[src/hdl/cpu_pkg.sv]
package cpu_pkg;

    // ----------------------------------------
    // Data widths
    // ----------------------------------------
    typedef logic [15:0] word_t;    // Data word or byte address
    typedef logic [7:0]  byte_t;    // One bus transfer
    typedef logic [11:0] flags_t;   // 8086 flags layout
    typedef logic [2:0]  reg_idx_t; // Register number from the opcode

    // ALU operations in opcode bits [5:3] order
    typedef enum logic [2:0] {
        ALU_ADD,
        ALU_OR,
        ALU_ADC,
        ALU_SBB,
        ALU_AND,
        ALU_SUB,
        ALU_XOR,
        ALU_CMP
    } alu_op_t;

    // Sequencer states
    typedef enum logic [2:0] {
        FETCH,      // Opcode byte at IP
        IMM_LO,     // Immediate or rel8 byte
        IMM_HI,     // High immediate byte of word forms
        EXEC,       // Register and flag write-back
        XCHG2,      // Second half of XCHG
        PUSH_LO,    // Low byte store at SP-2
        PUSH_HI     // High byte store at SP-1
    } seq_state_t;

    // ----------------------------------------
    // Flag bit positions
    // ----------------------------------------
    localparam int FLAG_CF = 0;
    localparam int FLAG_PF = 2;
    localparam int FLAG_AF = 4;
    localparam int FLAG_ZF = 6;
    localparam int FLAG_SF = 7;
    localparam int FLAG_IF = 9;
    localparam int FLAG_DF = 10;
    localparam int FLAG_OF = 11;

    // Word register numbers
    localparam reg_idx_t REG_AX = 3'd0;
    localparam reg_idx_t REG_CX = 3'd1;
    localparam reg_idx_t REG_DX = 3'd2;
    localparam reg_idx_t REG_BX = 3'd3;
    localparam reg_idx_t REG_SP = 3'd4;
    localparam reg_idx_t REG_BP = 3'd5;
    localparam reg_idx_t REG_SI = 3'd6;
    localparam reg_idx_t REG_DI = 3'd7;

    // Start-up values
    localparam word_t RESET_IP = 16'h0000;
    localparam word_t RESET_SP = 16'hFFFE;

endpackage

[src/hdl/alu.sv]
`timescale 1ns/1ps

module alu (
    input  cpu_pkg::alu_op_t i_op,
    input  cpu_pkg::word_t   i_a,
    input  cpu_pkg::word_t   i_b,
    input  logic             i_word,
    input  cpu_pkg::flags_t  i_flags,
    output cpu_pkg::word_t   o_res,
    output cpu_pkg::flags_t  o_flags
);
    import cpu_pkg::*;

    word_t       a_m;
    word_t       b_m;
    logic [16:0] sum;   // Bit 16 or 8 is the carry out
    logic        cin;
    logic        a_top;
    logic        b_top;
    logic        r_top;

    always_comb begin
        // Byte form uses only the low halves
        a_m = i_word ? i_a : {8'h00, i_a[7:0]};
        b_m = i_word ? i_b : {8'h00, i_b[7:0]};
        cin = i_flags[FLAG_CF];

        case (i_op)
            ALU_ADD: sum = {1'b0, a_m} + {1'b0, b_m};
            ALU_ADC: sum = {1'b0, a_m} + {1'b0, b_m} + {16'h0000, cin};
            ALU_SBB: sum = {1'b0, a_m} - {1'b0, b_m} - {16'h0000, cin};
            ALU_SUB,
            ALU_CMP: sum = {1'b0, a_m} - {1'b0, b_m};
            ALU_AND: sum = {1'b0, a_m & b_m};
            ALU_OR:  sum = {1'b0, a_m | b_m};
            ALU_XOR: sum = {1'b0, a_m ^ b_m};
            default: sum = '0;
        endcase

        a_top = i_word ? a_m[15] : a_m[7];
        b_top = i_word ? b_m[15] : b_m[7];
        r_top = i_word ? sum[15] : sum[7];
        o_res = i_word ? sum[15:0] : {8'h00, sum[7:0]};

        // ----------------------------------------
        // Flags
        // ----------------------------------------
        o_flags          = i_flags;
        o_flags[FLAG_CF] = i_word ? sum[16] : sum[8];
        o_flags[FLAG_AF] = a_m[4] ^ b_m[4] ^ sum[4];

        case (i_op)
            ALU_ADD,
            ALU_ADC: o_flags[FLAG_OF] = ~(a_top ^ b_top) & (a_top ^ r_top);
            ALU_SBB,
            ALU_SUB,
            ALU_CMP: o_flags[FLAG_OF] = (a_top ^ b_top) & (a_top ^ r_top);
            default: begin  // Logical group
                o_flags[FLAG_OF] = 1'b0;
                o_flags[FLAG_CF] = 1'b0;
                o_flags[FLAG_AF] = 1'b0;
            end
        endcase

        o_flags[FLAG_SF] = r_top;
        o_flags[FLAG_ZF] = (o_res == 16'h0000);
        o_flags[FLAG_PF] = ~^sum[7:0];  // Even parity of low byte
    end

endmodule

[src/hdl/cpu_top.sv]
`timescale 1ns/1ps

module cpu_top (
    input  logic           clock,
    input  logic           i_rst_n,
    output logic           o_wb_cyc,
    output logic           o_wb_stb,
    output logic           o_wb_we,
    output cpu_pkg::word_t o_wb_adr,
    output cpu_pkg::byte_t o_wb_dat,
    input  cpu_pkg::byte_t i_wb_dat,
    input  logic           i_wb_ack
);
    import cpu_pkg::*;

    // Sequencer to bus master
    logic     bus_req;
    logic     bus_we;
    word_t    bus_adr;
    byte_t    bus_wdat;
    logic     bus_done;
    byte_t    bus_rdat;

    // Register file
    word_t    regs [8];
    flags_t   flags;
    logic     reg_we;
    reg_idx_t reg_idx;
    logic     reg_word;
    word_t    reg_wdat;
    logic     flags_we;
    flags_t   flags_wdat;

    // ALU
    alu_op_t  alu_op;
    word_t    alu_a;
    word_t    alu_b;
    logic     alu_word;
    word_t    alu_res;
    flags_t   alu_flags;

    wb_bus_master u_bus (
        .clock    (clock),
        .i_rst_n  (i_rst_n),
        .i_req    (bus_req),
        .i_we     (bus_we),
        .i_adr    (bus_adr),
        .i_wdat   (bus_wdat),
        .i_wb_dat (i_wb_dat),
        .i_wb_ack (i_wb_ack),
        .o_done   (bus_done),
        .o_rdat   (bus_rdat),
        .o_wb_cyc (o_wb_cyc),
        .o_wb_stb (o_wb_stb),
        .o_wb_we  (o_wb_we),
        .o_wb_adr (o_wb_adr),
        .o_wb_dat (o_wb_dat)
    );

    instr_sequencer u_seq (
        .clock        (clock),
        .i_rst_n      (i_rst_n),
        .i_done       (bus_done),
        .i_rdat       (bus_rdat),
        .i_regs       (regs),
        .i_flags      (flags),
        .i_alu_res    (alu_res),
        .i_alu_flags  (alu_flags),
        .o_req        (bus_req),
        .o_we         (bus_we),
        .o_adr        (bus_adr),
        .o_wdat       (bus_wdat),
        .o_reg_we     (reg_we),
        .o_reg_idx    (reg_idx),
        .o_reg_word   (reg_word),
        .o_reg_wdat   (reg_wdat),
        .o_flags_we   (flags_we),
        .o_flags_wdat (flags_wdat),
        .o_alu_op     (alu_op),
        .o_alu_a      (alu_a),
        .o_alu_b      (alu_b),
        .o_alu_word   (alu_word)
    );

    alu u_alu (
        .i_op    (alu_op),
        .i_a     (alu_a),
        .i_b     (alu_b),
        .i_word  (alu_word),
        .i_flags (flags),
        .o_res   (alu_res),
        .o_flags (alu_flags)
    );

    register_file u_regs (
        .clock        (clock),
        .i_rst_n      (i_rst_n),
        .i_we         (reg_we),
        .i_idx        (reg_idx),
        .i_word       (reg_word),
        .i_wdat       (reg_wdat),
        .i_flags_we   (flags_we),
        .i_flags_wdat (flags_wdat),
        .o_regs       (regs),
        .o_flags      (flags)
    );

endmodule

[src/hdl/instr_sequencer.sv]
`timescale 1ns/1ps

module instr_sequencer (
    input  logic                clock,
    input  logic                i_rst_n,
    input  logic                i_done,
    input  cpu_pkg::byte_t      i_rdat,
    input  cpu_pkg::word_t      i_regs [8],
    input  cpu_pkg::flags_t     i_flags,
    input  cpu_pkg::word_t      i_alu_res,
    input  cpu_pkg::flags_t     i_alu_flags,
    output logic                o_req,
    output logic                o_we,
    output cpu_pkg::word_t      o_adr,
    output cpu_pkg::byte_t      o_wdat,
    output logic                o_reg_we,
    output cpu_pkg::reg_idx_t   o_reg_idx,
    output logic                o_reg_word,
    output cpu_pkg::word_t      o_reg_wdat,
    output logic                o_flags_we,
    output cpu_pkg::flags_t     o_flags_wdat,
    output cpu_pkg::alu_op_t    o_alu_op,
    output cpu_pkg::word_t      o_alu_a,
    output cpu_pkg::word_t      o_alu_b,
    output logic                o_alu_word
);
    import cpu_pkg::*;

    seq_state_t state;
    word_t      ip;
    byte_t      opcode;
    word_t      imm;        // Immediate or rel8
    word_t      hold;       // PUSH data or old AX for XCHG
    word_t      sp_dec;
    word_t      rel8;
    logic [7:0] cond;
    logic       jump_taken;

    // Instruction classes of the latched opcode
    logic is_alu;
    logic is_mov;
    logic is_jcc;
    logic is_incdec;
    logic is_xchg;
    logic is_flag;
    logic imm_word;

    assign is_alu    = (opcode[7:6] == 2'b00) && (opcode[2:1] == 2'b10);
    assign is_mov    = (opcode[7:4] == 4'b1011);
    assign is_jcc    = (opcode[7:4] == 4'b0111);
    assign is_incdec = (opcode[7:4] == 4'b0100);
    assign is_xchg   = (opcode[7:3] == 5'b10010);
    assign is_flag   = (opcode[7:3] == 5'b11111) && (opcode[2:1] != 2'b11);
    assign imm_word  = (is_alu && opcode[0]) || (is_mov && opcode[3]);

    assign sp_dec = i_regs[REG_SP] - 16'd2;
    assign rel8   = {{8{imm[7]}}, imm[7:0]};

    // Jcc conditions indexed by opcode[3:1]
    assign cond = {
        (i_flags[FLAG_SF] ^ i_flags[FLAG_OF]) | i_flags[FLAG_ZF],   // LE
        i_flags[FLAG_SF] ^ i_flags[FLAG_OF],                        // L
        i_flags[FLAG_PF],
        i_flags[FLAG_SF],
        i_flags[FLAG_CF] | i_flags[FLAG_ZF],                        // BE
        i_flags[FLAG_ZF],
        i_flags[FLAG_CF],
        i_flags[FLAG_OF]
    };
    assign jump_taken = cond[opcode[3:1]] ^ opcode[0];

    // ----------------------------------------
    // State and IP
    // ----------------------------------------
    always_ff @(posedge clock) begin
        if (!i_rst_n) begin
            state <= FETCH;
            ip    <= RESET_IP;
        end else begin
            case (state)
                FETCH: begin
                    if (i_done) begin
                        ip <= ip + 16'd1;
                        casez (i_rdat)
                            8'b00???10?,
                            8'b1011????,
                            8'b0111????: state <= IMM_LO;
                            8'b0100????,
                            8'b10010???,
                            8'b1111100?,
                            8'b1111101?,
                            8'b1111110?: state <= EXEC;
                            8'b01010???: state <= PUSH_LO;
                            default:     state <= FETCH;   // Unknown opcode
                        endcase
                    end
                end
                IMM_LO: begin
                    if (i_done) begin
                        ip    <= ip + 16'd1;
                        state <= imm_word ? IMM_HI : EXEC;
                    end
                end
                IMM_HI: begin
                    if (i_done) begin
                        ip    <= ip + 16'd1;
                        state <= EXEC;
                    end
                end
                EXEC: begin
                    if (is_jcc && jump_taken)
                        ip <= ip + rel8;    // IP already past rel8
                    state <= is_xchg ? XCHG2 : FETCH;
                end
                XCHG2:   state <= FETCH;
                PUSH_LO: if (i_done) state <= PUSH_HI;
                PUSH_HI: if (i_done) state <= FETCH;
                default: state <= FETCH;
            endcase
        end
    end

    // Opcode and operand latches
    always_ff @(posedge clock) begin
        if (state == FETCH && i_done) begin
            opcode <= i_rdat;
            hold   <= (i_rdat[7:3] == 5'b10010) ? i_regs[REG_AX] : i_regs[i_rdat[2:0]];
        end
        if (state == IMM_LO && i_done)
            imm[7:0] <= i_rdat;
        if (state == IMM_HI && i_done)
            imm[15:8] <= i_rdat;
    end

    // ----------------------------------------
    // Bus requests
    // ----------------------------------------
    always_comb begin
        o_req  = 1'b0;
        o_we   = 1'b0;
        o_adr  = ip;
        o_wdat = hold[7:0];
        case (state)
            FETCH, IMM_LO, IMM_HI: o_req = 1'b1;
            PUSH_LO: begin
                o_req = 1'b1;
                o_we  = 1'b1;
                o_adr = sp_dec;
            end
            PUSH_HI: begin
                o_req  = 1'b1;
                o_we   = 1'b1;
                o_adr  = sp_dec + 16'd1;
                o_wdat = hold[15:8];
            end
            default: o_req = 1'b0;
        endcase
    end

    // ALU operands for INC/DEC or the accumulator with immediate
    assign o_alu_op   = is_incdec ? (opcode[3] ? ALU_SUB : ALU_ADD) : alu_op_t'(opcode[5:3]);
    assign o_alu_a    = is_incdec ? i_regs[opcode[2:0]] : i_regs[REG_AX];
    assign o_alu_b    = is_incdec ? 16'd1 : imm;
    assign o_alu_word = is_incdec || opcode[0];

    // ----------------------------------------
    // Register and flag write-back
    // ----------------------------------------
    always_comb begin
        o_reg_we     = 1'b0;
        o_reg_idx    = opcode[2:0];
        o_reg_word   = 1'b1;
        o_reg_wdat   = imm;
        o_flags_we   = 1'b0;
        o_flags_wdat = i_alu_flags;
        case (state)
            EXEC: begin
                if (is_alu) begin
                    o_reg_we   = (opcode[5:3] != ALU_CMP);
                    o_reg_idx  = REG_AX;    // AL in byte form
                    o_reg_word = opcode[0];
                    o_reg_wdat = i_alu_res;
                    o_flags_we = 1'b1;
                end else if (is_mov) begin
                    o_reg_we   = 1'b1;
                    o_reg_word = opcode[3];
                end else if (is_incdec) begin
                    o_reg_we   = 1'b1;
                    o_reg_wdat = i_alu_res;
                    o_flags_we = 1'b1;
                    o_flags_wdat[FLAG_CF] = i_flags[FLAG_CF];
                end else if (is_xchg) begin
                    o_reg_we   = 1'b1;
                    o_reg_idx  = REG_AX;
                    o_reg_wdat = i_regs[opcode[2:0]];
                end else if (is_flag) begin
                    o_flags_we   = 1'b1;
                    o_flags_wdat = i_flags;
                    case (opcode[2:1])
                        2'b00:   o_flags_wdat[FLAG_CF] = opcode[0];
                        2'b01:   o_flags_wdat[FLAG_IF] = opcode[0];
                        default: o_flags_wdat[FLAG_DF] = opcode[0];
                    endcase
                end
            end
            XCHG2: begin
                o_reg_we   = 1'b1;
                o_reg_wdat = hold;  // Old AX
            end
            PUSH_HI: begin
                o_reg_we   = i_done;
                o_reg_idx  = REG_SP;
                o_reg_wdat = sp_dec;
            end
            default: o_reg_we = 1'b0;
        endcase
    end

    // A pending request keeps its address, direction and store data until done
    a_req_held: assert property (@(posedge clock) disable iff (!i_rst_n)
        (o_req && !i_done) |=>
            (o_req && $stable(o_adr) && $stable(o_we) && (!o_we || $stable(o_wdat))));

endmodule

[src/hdl/register_file.sv]
`timescale 1ns/1ps

module register_file (
    input  logic              clock,
    input  logic              i_rst_n,
    input  logic              i_we,
    input  cpu_pkg::reg_idx_t i_idx,
    input  logic              i_word,
    input  cpu_pkg::word_t    i_wdat,
    input  logic              i_flags_we,
    input  cpu_pkg::flags_t   i_flags_wdat,
    output cpu_pkg::word_t    o_regs [8],
    output cpu_pkg::flags_t   o_flags
);
    import cpu_pkg::*;

    reg_idx_t byte_reg;

    // AL..BL and AH..BH share AX..BX
    assign byte_reg = {1'b0, i_idx[1:0]};

    always_ff @(posedge clock) begin
        if (!i_rst_n) begin
            for (int i = 0; i < 8; i++)
                o_regs[i] <= (i == int'(REG_SP)) ? RESET_SP : 16'h0000;
            o_flags <= '0;
        end else begin
            if (i_we) begin
                if (i_word)
                    o_regs[i_idx] <= i_wdat;
                else if (i_idx[2])
                    o_regs[byte_reg][15:8] <= i_wdat[7:0];  // High half
                else
                    o_regs[byte_reg][7:0] <= i_wdat[7:0];
            end
            if (i_flags_we)
                o_flags <= i_flags_wdat;
        end
    end

    // Byte writes need a known register number
    a_byte_idx_known: assert property (@(posedge clock) disable iff (!i_rst_n)
        (i_we && !i_word) |-> !$isunknown(i_idx));

endmodule

[src/hdl/wb_bus_master.sv]
`timescale 1ns/1ps

module wb_bus_master (
    input  logic           clock,
    input  logic           i_rst_n,
    input  logic           i_req,
    input  logic           i_we,
    input  cpu_pkg::word_t i_adr,
    input  cpu_pkg::byte_t i_wdat,
    input  cpu_pkg::byte_t i_wb_dat,
    input  logic           i_wb_ack,
    output logic           o_done,
    output cpu_pkg::byte_t o_rdat,
    output logic           o_wb_cyc,
    output logic           o_wb_stb,
    output logic           o_wb_we,
    output cpu_pkg::word_t o_wb_adr,
    output cpu_pkg::byte_t o_wb_dat
);
    import cpu_pkg::*;

    typedef enum logic {
        BUS_IDLE,
        BUS_ACTIVE
    } bus_state_t;

    bus_state_t state;
    logic       start;

    // The requester still holds i_req in its o_done cycle
    assign start = (state == BUS_IDLE) && i_req && !o_done;

    // ----------------------------------------
    // Cycle control
    // ----------------------------------------
    always_ff @(posedge clock) begin
        if (!i_rst_n) begin
            state    <= BUS_IDLE;
            o_wb_cyc <= 1'b0;
            o_wb_stb <= 1'b0;
            o_wb_we  <= 1'b0;
            o_done   <= 1'b0;
        end else begin
            o_done <= 1'b0;
            if (start) begin
                state    <= BUS_ACTIVE;
                o_wb_cyc <= 1'b1;
                o_wb_stb <= 1'b1;
                o_wb_we  <= i_we;
            end else if (state == BUS_ACTIVE && i_wb_ack) begin
                state    <= BUS_IDLE;   // Cycle ends on this edge
                o_wb_cyc <= 1'b0;
                o_wb_stb <= 1'b0;
                o_wb_we  <= 1'b0;
                o_done   <= 1'b1;
            end
        end
    end

    // Address, write data and read capture
    always_ff @(posedge clock) begin
        if (start) begin
            o_wb_adr <= i_adr;
            o_wb_dat <= i_wdat;
        end
        if (state == BUS_ACTIVE && i_wb_ack && !o_wb_we)
            o_rdat <= i_wb_dat;
    end

    a_stb_in_cyc: assert property (@(posedge clock) disable iff (!i_rst_n)
        o_wb_stb |-> o_wb_cyc);

    // Pending cycle keeps its address and direction until ack
    a_stable_pending: assert property (@(posedge clock) disable iff (!i_rst_n)
        (o_wb_stb && !i_wb_ack) |=> ($stable(o_wb_adr) && $stable(o_wb_we)));

endmodule

[config.mk]
export PLATFORM = sky130hd
export DESIGN_NAME = cpu_top
export DESIGN_NICKNAME = d
export VERILOG_FILES = /design/src/hdl/cpu_pkg.sv /design/src/hdl/alu.sv /design/src/hdl/cpu_top.sv /design/src/hdl/instr_sequencer.sv /design/src/hdl/register_file.sv /design/src/hdl/wb_bus_master.sv
export SDC_FILE = /design/constraint.sdc
export NUM_CORES = 1
export LEC_CHECK = 0
export BUFFER_PORTS_ARGS = -buffer_cell sky130_fd_sc_hd__buf_2
export CAP_MARGIN = 20
export CORE_MARGIN = 1.5
export CORE_UTILIZATION = 40
export DETAILED_ROUTE_END_ITERATION = 7
export HOLD_SLACK_MARGIN = 0.12
export SYNTH_ARGS = -nofsm -noshare
export SYNTH_HDL_FRONTEND = slang
export SYNTH_SLANG_ARGS = --single-unit
[constraint.sdc]
create_clock -name clock -period 10 [get_ports clock]
set_input_delay 0 -clock clock [delete_from_list [all_inputs] [get_ports clock]]
set_output_delay 0 -clock clock [all_outputs]
set_load 0.02 [all_outputs]
Word-level counts from Yosys, hierarchy flattened:

Cells that the tools add are included.

* latch bits: 0
* input port bits: 11
* RAM bits: 0
* output and inout port bits: 27
* bits in read-only memories: 0
* memories kept: 0
* logic and storage cells: 237
* register bits: 230

* muxes and demuxes: 89
* multipliers: 0
* $add $sub $neg: 8
* equality and inequality tests: 41
* shifts and indexed selects: 0
* div/mod/pow operators: 0
* $lt $le $gt $ge: 7
* reductions and logical operators: 43
* bitwise logic cells: 25

Operators with widths (number)
* $bwmux 128: 3
* $mux 16: 18
* $mux 128: 2
* $demux 16 s3: 3
* $pmux 17 s7: 1
* $bmux 16 s3: 2
* $pmux 16 s2: 2
* $mux 12: 5
* $pmux 16 s3: 1
* $mux 3: 12
* $add 16x1->16 const B: 2
* $mux 1: 31
* $eq 3x3->1 const B: 7
* $eq 7x7->1 const B: 3
* $pmux 3 s6: 1
* $add 16x16->17: 1
* $add 17x1->17: 1
* $sub 16x16->17: 1
* $sub 17x1->17: 1
* $add 16x16->16: 1
* $and 16x16->16: 1
* $eq 4x3->1 const B: 4
* $ge 4x4->1 const B: 4
* $logic_not 16->1: 1
* other kinds (46): 105

Longest topological paths before layout:

* word-level depth: 19
* mapped depth: 25
* gate-level depth less buffers: 22

By module:

A second synthesis with hierarchy kept.

* cells, all modules: 2012
* area total of the unflattened synthesis: 18126.1 sq um

By module, submodules not included
* instr_sequencer: area an instance 7300.8 sq um, seq. area each 1581.5 sq um, times used 1, cells an instance 813
* register_file: area an instance 5182.5 sq um, seq. area each 2802.7 sq um, times used 1, cells an instance 486
* alu: area an instance 4553.1 sq um, seq. area each 0.0 sq um, times used 1, cells an instance 668
* wb_bus_master: area an instance 1089.8 sq um, seq. area each 1021.0 sq um, times used 1, cells an instance 45

Worst setup path before layout:

OpenSTA, ideal clock, no wires.

* kind: register to register
* start point: register u_seq.opcode[1]
* end point: register u_regs.o_flags[6]
* stages on the path, launching flop included: 23
* data required time: 9931 ps
* arrival time: 5475 ps
* slack: 4456 ps
* period minus slack after synthesis: 5544 ps
* cells stage by stage: edfxtp_1 > clkbuf_1 > clkbuf_1 > clkbuf_1 > mux4_2 > mux2i_1 > o21a_1 > inv_1 > ha_1 > buf_2 > o21bai_1 > a2111oi_1 > o32ai_1 > nor4_1 > xor2_1 > a21oi_1 > o21ai_0 > a21boi_0 > ha_1 > nand4_1 > or4_1 > or4_1 > o21ai_1

* longest elaborated chain between the ends: 17
* elaborated cells between the ends (all ways): 34
* those cells by class: add/sub: 4; eq/ne: 3; mux: 19; bitwise: 4; reduce/logical: 4

Ends and longest elaborated chain
* from (decl): line instr_sequencer.sv:31 `byte_t opcode;`
* from (signal assigned): line instr_sequencer.sv:126 `opcode <= i_rdat;`
* $not 3->4 (implied by the code): line instr_sequencer.sv:162 `assign o_alu_a = is_incdec ? i_regs[opcode[2:0]] : i_regs[REG_AX];`
* $bmux 16 s3: line instr_sequencer.sv:162
* $mux 16 (implied by the code) (2 in series): line instr_sequencer.sv:162
* $mux 16: line instr_sequencer.sv:162
* $mux 16: line alu.sv:24 `a_m = i_word ? i_a : {8'h00, i_a[7:0]};`
* $sub 16x16->17 / $add 16x16->17 (equally long branches)
* $sub 17x1->17 / $add 17x1->17 (equally long branches): line alu.sv:31, alu.sv:30
* $pmux 17 s7: line alu.sv:28 `case (i_op)`
* $mux 16: line alu.sv:43 `o_res = i_word ? sum[15:0] : {8'h00, sum[7:0]};`
* $logic_not 16->1: line alu.sv:66 `o_flags[FLAG_ZF] = (o_res == 16'h0000);`
* $mux 12: line instr_sequencer.sv:196 `end else if (is_flag) begin`
* $mux 12: line instr_sequencer.sv:192 `end else if (is_xchg) begin`
* $mux 11: line instr_sequencer.sv:187 `end else if (is_incdec) begin`
* $mux 12: line instr_sequencer.sv:184 `end else if (is_mov) begin`
* $mux 12: line instr_sequencer.sv:178 `if (is_alu) begin`
* $mux 12: line instr_sequencer.sv:176 `case (state)`
* to (signal assigned): line register_file.sv:37 `o_flags <= i_flags_wdat;`
* to (decl): line register_file.sv:13 `output cpu_pkg::flags_t o_flags`

Several ways; a longest one is shown, not always the timed one. The select of a mux whose other input is x is not followed.
A chain may end at the register's enable or synchronous reset.

Worst setup path after layout:

* start point: register u_seq.opcode[5]
* end point: register u_regs.o_flags[6]

* longest elaborated chain between the ends: 14
* elaborated cells between the ends (all ways): 44
* those cells by class: add/sub: 4; eq/ne: 12; mux: 19; bitwise: 3; reduce/logical: 6

Ends and longest elaborated chain
* $eq 4x3->1: line instr_sequencer.sv:51 `assign is_incdec = (opcode[7:4] == 4'b0100);`
* $mux 16 (tied with other cells): line instr_sequencer.sv:162
* $mux 16, on equally long branches: line alu.sv:24, alu.sv:25
* $sub 16x16->17 / $add 16x16->17 (equally long branches)
* $sub 17x1->17 / $add 17x1->17 (equally long branches): line alu.sv:31, alu.sv:30
* $pmux 17 s7: line alu.sv:28
* $mux 16: line alu.sv:43
* $logic_not 16->1: line alu.sv:66
* $mux 12: line instr_sequencer.sv:196
* $mux 12: line instr_sequencer.sv:192
* $mux 11: line instr_sequencer.sv:187
* $mux 12: line instr_sequencer.sv:184
* $mux 12: line instr_sequencer.sv:178
* $mux 12: line instr_sequencer.sv:176

Several ways; a longest one is shown, not always the timed one. The select of a mux whose other input is x is not followed.

==> summary.txt <==
Outcome
  – Status: finished, final reports clean

Drt
  – Initial DRC Count: ~1.8k
  – Via count: about 16k
  – WL final: 61800 um
  – Mean routed wirelength per cell: 24.0 um
  – Final ANT Viol Nets: 0
  – 1st-pass router iterations: 5
  – Routed vias/inst: about 6.3
  – DRC errors left: 0

Final layout
  – Share of cells above drive strength 1: 11.1%
  – # nets final: between 2k and 2.5k
  – Reg area: 0.00527 mm^2
  – Ant. Diodes: 0
  – Fill count: slightly above 4k
  – Multi-input combinational cell area: between 0.01 and 0.015 mm^2
  – Design Area, Final: 0.0188 mm^2
  – Area grow syn2layout: 10.7%

Global routing
  – Initial antenna violation count: 1
  – Vias in the first global route: around 16k
  – First-pass GRT wire length: ~95000 um
  – Largest net degree at the start of global routing: 60
  – Gr ovfl total: 0
  – Overall Global Routing Usage: between 20% and 30%

Synthesis
  – Yosys reg bits: between 200 and 250
  – Post-Syn Area: ~0.017 mm^2
  – Count of cell types in the netlist: between 80 and 90
  – Post-synth ARST share: 0%
  – Synth Net Count: around 2.1k
  – Register area share after synthesis: a little under a third
  – Syn Inst Count: ~2k
  – Dominant synthesized flop cell: dfxtp_1
  – Post-synth EDFFs: between 70 and 80
  – Avg Cell Area, Syn: 8.38 um^2
  – Yosys Warn Count: 0

Power and ir drop
  – Clock power frac: between 40% and 50%
  – Comb pwr share: between 7 and 8%
  – NetSw: about 0.54 mW
  – Leak pwr: 7.10 nW
  – Pwr dens: approximately 120 mW/mm^2
  – Worst vdd ir: 0.000112 V
  – Pint: approximately 1.7 mW
  – Seq pwr share: between 40% and 50%
  – Pwr Total: 2.19 mW
  – Switch share: around 25%

Floorplan
  – Die Area: between 0.04 and 0.05 mm^2
  – Cell Rows: 75
  – Core area: roughly 0.042 mm^2
  – I/O Pins: 38
  – Initial core utilization: 40.5%
  – Die height: ~210 um
  – Chip width: around 210 um

Clocking
  – Htree depth: 1
  – Num CTS Buffers: 28
  – Post-CTS Setup Inserts: 0
  – Root buf cell: clkbuf_16
  – Clock Path Buffers: 3
  – TritonCTS Sinks: between 200 and 250
  – CTS tree: yes
  – Worst-skew pair later-pin latency: ~0.58 ns
  – Worst-path clk slew: roughly 0.06 ns

STA
  – RSZ-0062 raised after global routing: false
  – # setup viols final: 0
  – Final min period: 7.26 ns
  – Fmax: 138 MHz
  – Worst slew pin tran: between 1 and 1.5 ns
  – Fin crit share: 72.6%
  – Final hold viol count: 0
  – Final setup skew: ~0.023 ns
  – TNS Setup: 0 ns
  – Final Slew Violations: 0
  – Slew HR: 25.6%

Placement
  – Cell Area, Placed: roughly 0.018 mm^2
  – GP Congestion: about 0.94
  – IO Port Bufs: 37
  – HPWL Detailed: 44500 um

Setup path
  – CP arrival: roughly 7.8 ns
  – CP Capture Type: register
  – CP Class: reg -> reg
  – Crit start category: register
  – Worst Path Required: between 10 and 15 ns
  – CP max FO: 38

Worst hold path
  – Hold Crit Class: in -> reg

Run
  – Max cap viols: 0
[critical path, cell delays in order, from the launching register on]
cell,delay [ns]
edfxtp_1,0.90
inv_1,0.51
nand2_1,0.17
buf_4,0.42
nand2_1,0.11
o21a_1,0.20
ha_1,0.29
fa_1,0.52
xor2_1,0.25
a2111oi_0,0.52
o211ai_1,0.44
nor4_1,0.36
xor2_1,0.16
a21oi_1,0.22
o21ai_0,0.10
a21boi_0,0.59
ha_1,0.26
nand4_1,0.15
or4_1,0.47
or4_1,0.40
o21ai_1,0.13
[cell families (layout without fill, tap and decap cells)]
logic type      after synthesis  after routing  synth area share (%)
fa+ha+maj                    77             77                  5.81
buf+inv                     218            226                  4.92
flops                       227            227                  31.0
simple gates                717            717                  19.7
mux                         146            146                  12.8
compound gates              564            564                  21.8
xor+xnor                     76             76                  3.97
[cells in the mapped netlist (35+ instances only)]
| library cell | instances | area (um^2) |
|---|---|---|
| nor2_1 | 235 | 882 |
| o21ai_0 | 114 | 571 |
| xor2_1 | 35 | 307 |
| mux2i_1 | 88 | 881 |
| mux4_2 | 56 | 1260 |
| inv_1 | 77 | 289 |
| clkbuf_1 | 122 | 458 |
| nand2_1 | 222 | 833 |
| nand3_1 | 42 | 210 |
| a21oi_1 | 144 | 721 |
| dfxtp_1 | 155 | 3100 |
| nor3_1 | 49 | 245 |
| a211oi_1 | 43 | 323 |
| ha_1 | 74 | 926 |
| edfxtp_1 | 72 | 2160 |
| xnor2_1 | 40 | 350 |
[state kept, by name, indices dropped and copies added, names as in the netlist]
signal / flops
u_bus.o_done: 1
u_bus.o_rdat: 8
u_bus.o_wb_adr: 16
u_bus.o_wb_cyc: 1
u_bus.o_wb_dat: 8
u_bus.o_wb_we: 1
u_regs.o_flags: 5
u_regs.o_regs: 128
u_seq.hold: 16
u_seq.imm: 16
u_seq.ip: 16
u_seq.opcode: 8
u_seq.state: 3
[layer usage]
metal	GRT usage (%)	up-vias	part of all wire (%)
li1	-	7424	-
met1	37.4	7915	41
met2	44.6	795	46
met3	3.86	172	8.6
met4	13.1	0	4.9
met5	0	-	0
[layout make-up]
cell class / count / area share (%)
repair buffers: 97 / 3.69
multi-input cells: 1580 / 57.9
flip-flops and latches: 227 / 28.0
clock inverters: 10 / 0.573
well taps: 539 / 3.59
clock buffers: 42 / 4.64
inverters: 77 / 1.55
[power by group through the flow]
stage,sequential (mW),clock (mW),combinational (mW)
3_5_place_dp,0.996,0,0.155
6_report,0.976,1.05,0.163
4_1_cts,0.977,1.06,0.159
3_3_place_gp,0.996,0,0.154
5_1_grt,0.977,1.10,0.174
2_1_floorplan,1.00,0,0.0967
[placed cells by master (no fill, tap or decap), types with 24 or more instances in the layout]
cell,Yosys,routed
a211oi_1,43,43
a21oi_1,144,144
buf_2,4,38
buf_4,3,44
clkbuf_16,0,31
dfxtp_1,155,155
edfxtp_1,72,72
ha_1,74,74
inv_1,77,76
mux2i_1,88,88
mux4_2,56,56
nand2_1,222,222
nand3_1,42,42
nor2_1,235,234
nor2b_1,24,24
nor3_1,49,49
o21a_1,25,25
o21ai_0,114,113
o221ai_1,26,26
o22ai_1,31,31
xnor2_1,40,40
xor2_1,35,35
[timing repair]
action,in CTS,in global routing
endpoints found under the hold margin,36,0
gates resized for setup,0,0
hold buffers,13,0
[path summary, 6_finish.rpt]
| path | from | endpoint | slack (ns) | cells after the start |
|---|---|---|---|---|
| max | u_seq.opcode[5]$_DFFE_PP_ | u_regs.o_flags[6]$_SDFFE_PN0P_ | 2.74 | 20 |
| min | i_wb_dat[5] | u_bus.o_rdat[5]$_DFFE_PP_ | 0.14 | 2 |
| max reg2reg | u_seq.opcode[5]$_DFFE_PP_ | u_regs.o_flags[6]$_SDFFE_PN0P_ | 2.74 | 20 |
| min reg2reg | u_regs.o_flags[2]$_SDFFE_PN0P_ | u_regs.o_flags[2]$_SDFFE_PN0P_ | 0.47 | 2 |
[metrics by stage]
step	utilization, %	hold slack (ns)	std cells	setup WS, ns
2_1_floorplan	-	0.0989	2025	4.46
5_1_grt	44.9	0.141	2572	2.37
3_3_place_gp	42.1	0.177	2503	2.89
4_1_cts	44.8	0.123	2570	2.85
6_report	44.9	0.140	2572	2.74
3_5_place_dp	42.1	0.179	2505	2.88
(Power assumes the default switching activity.)
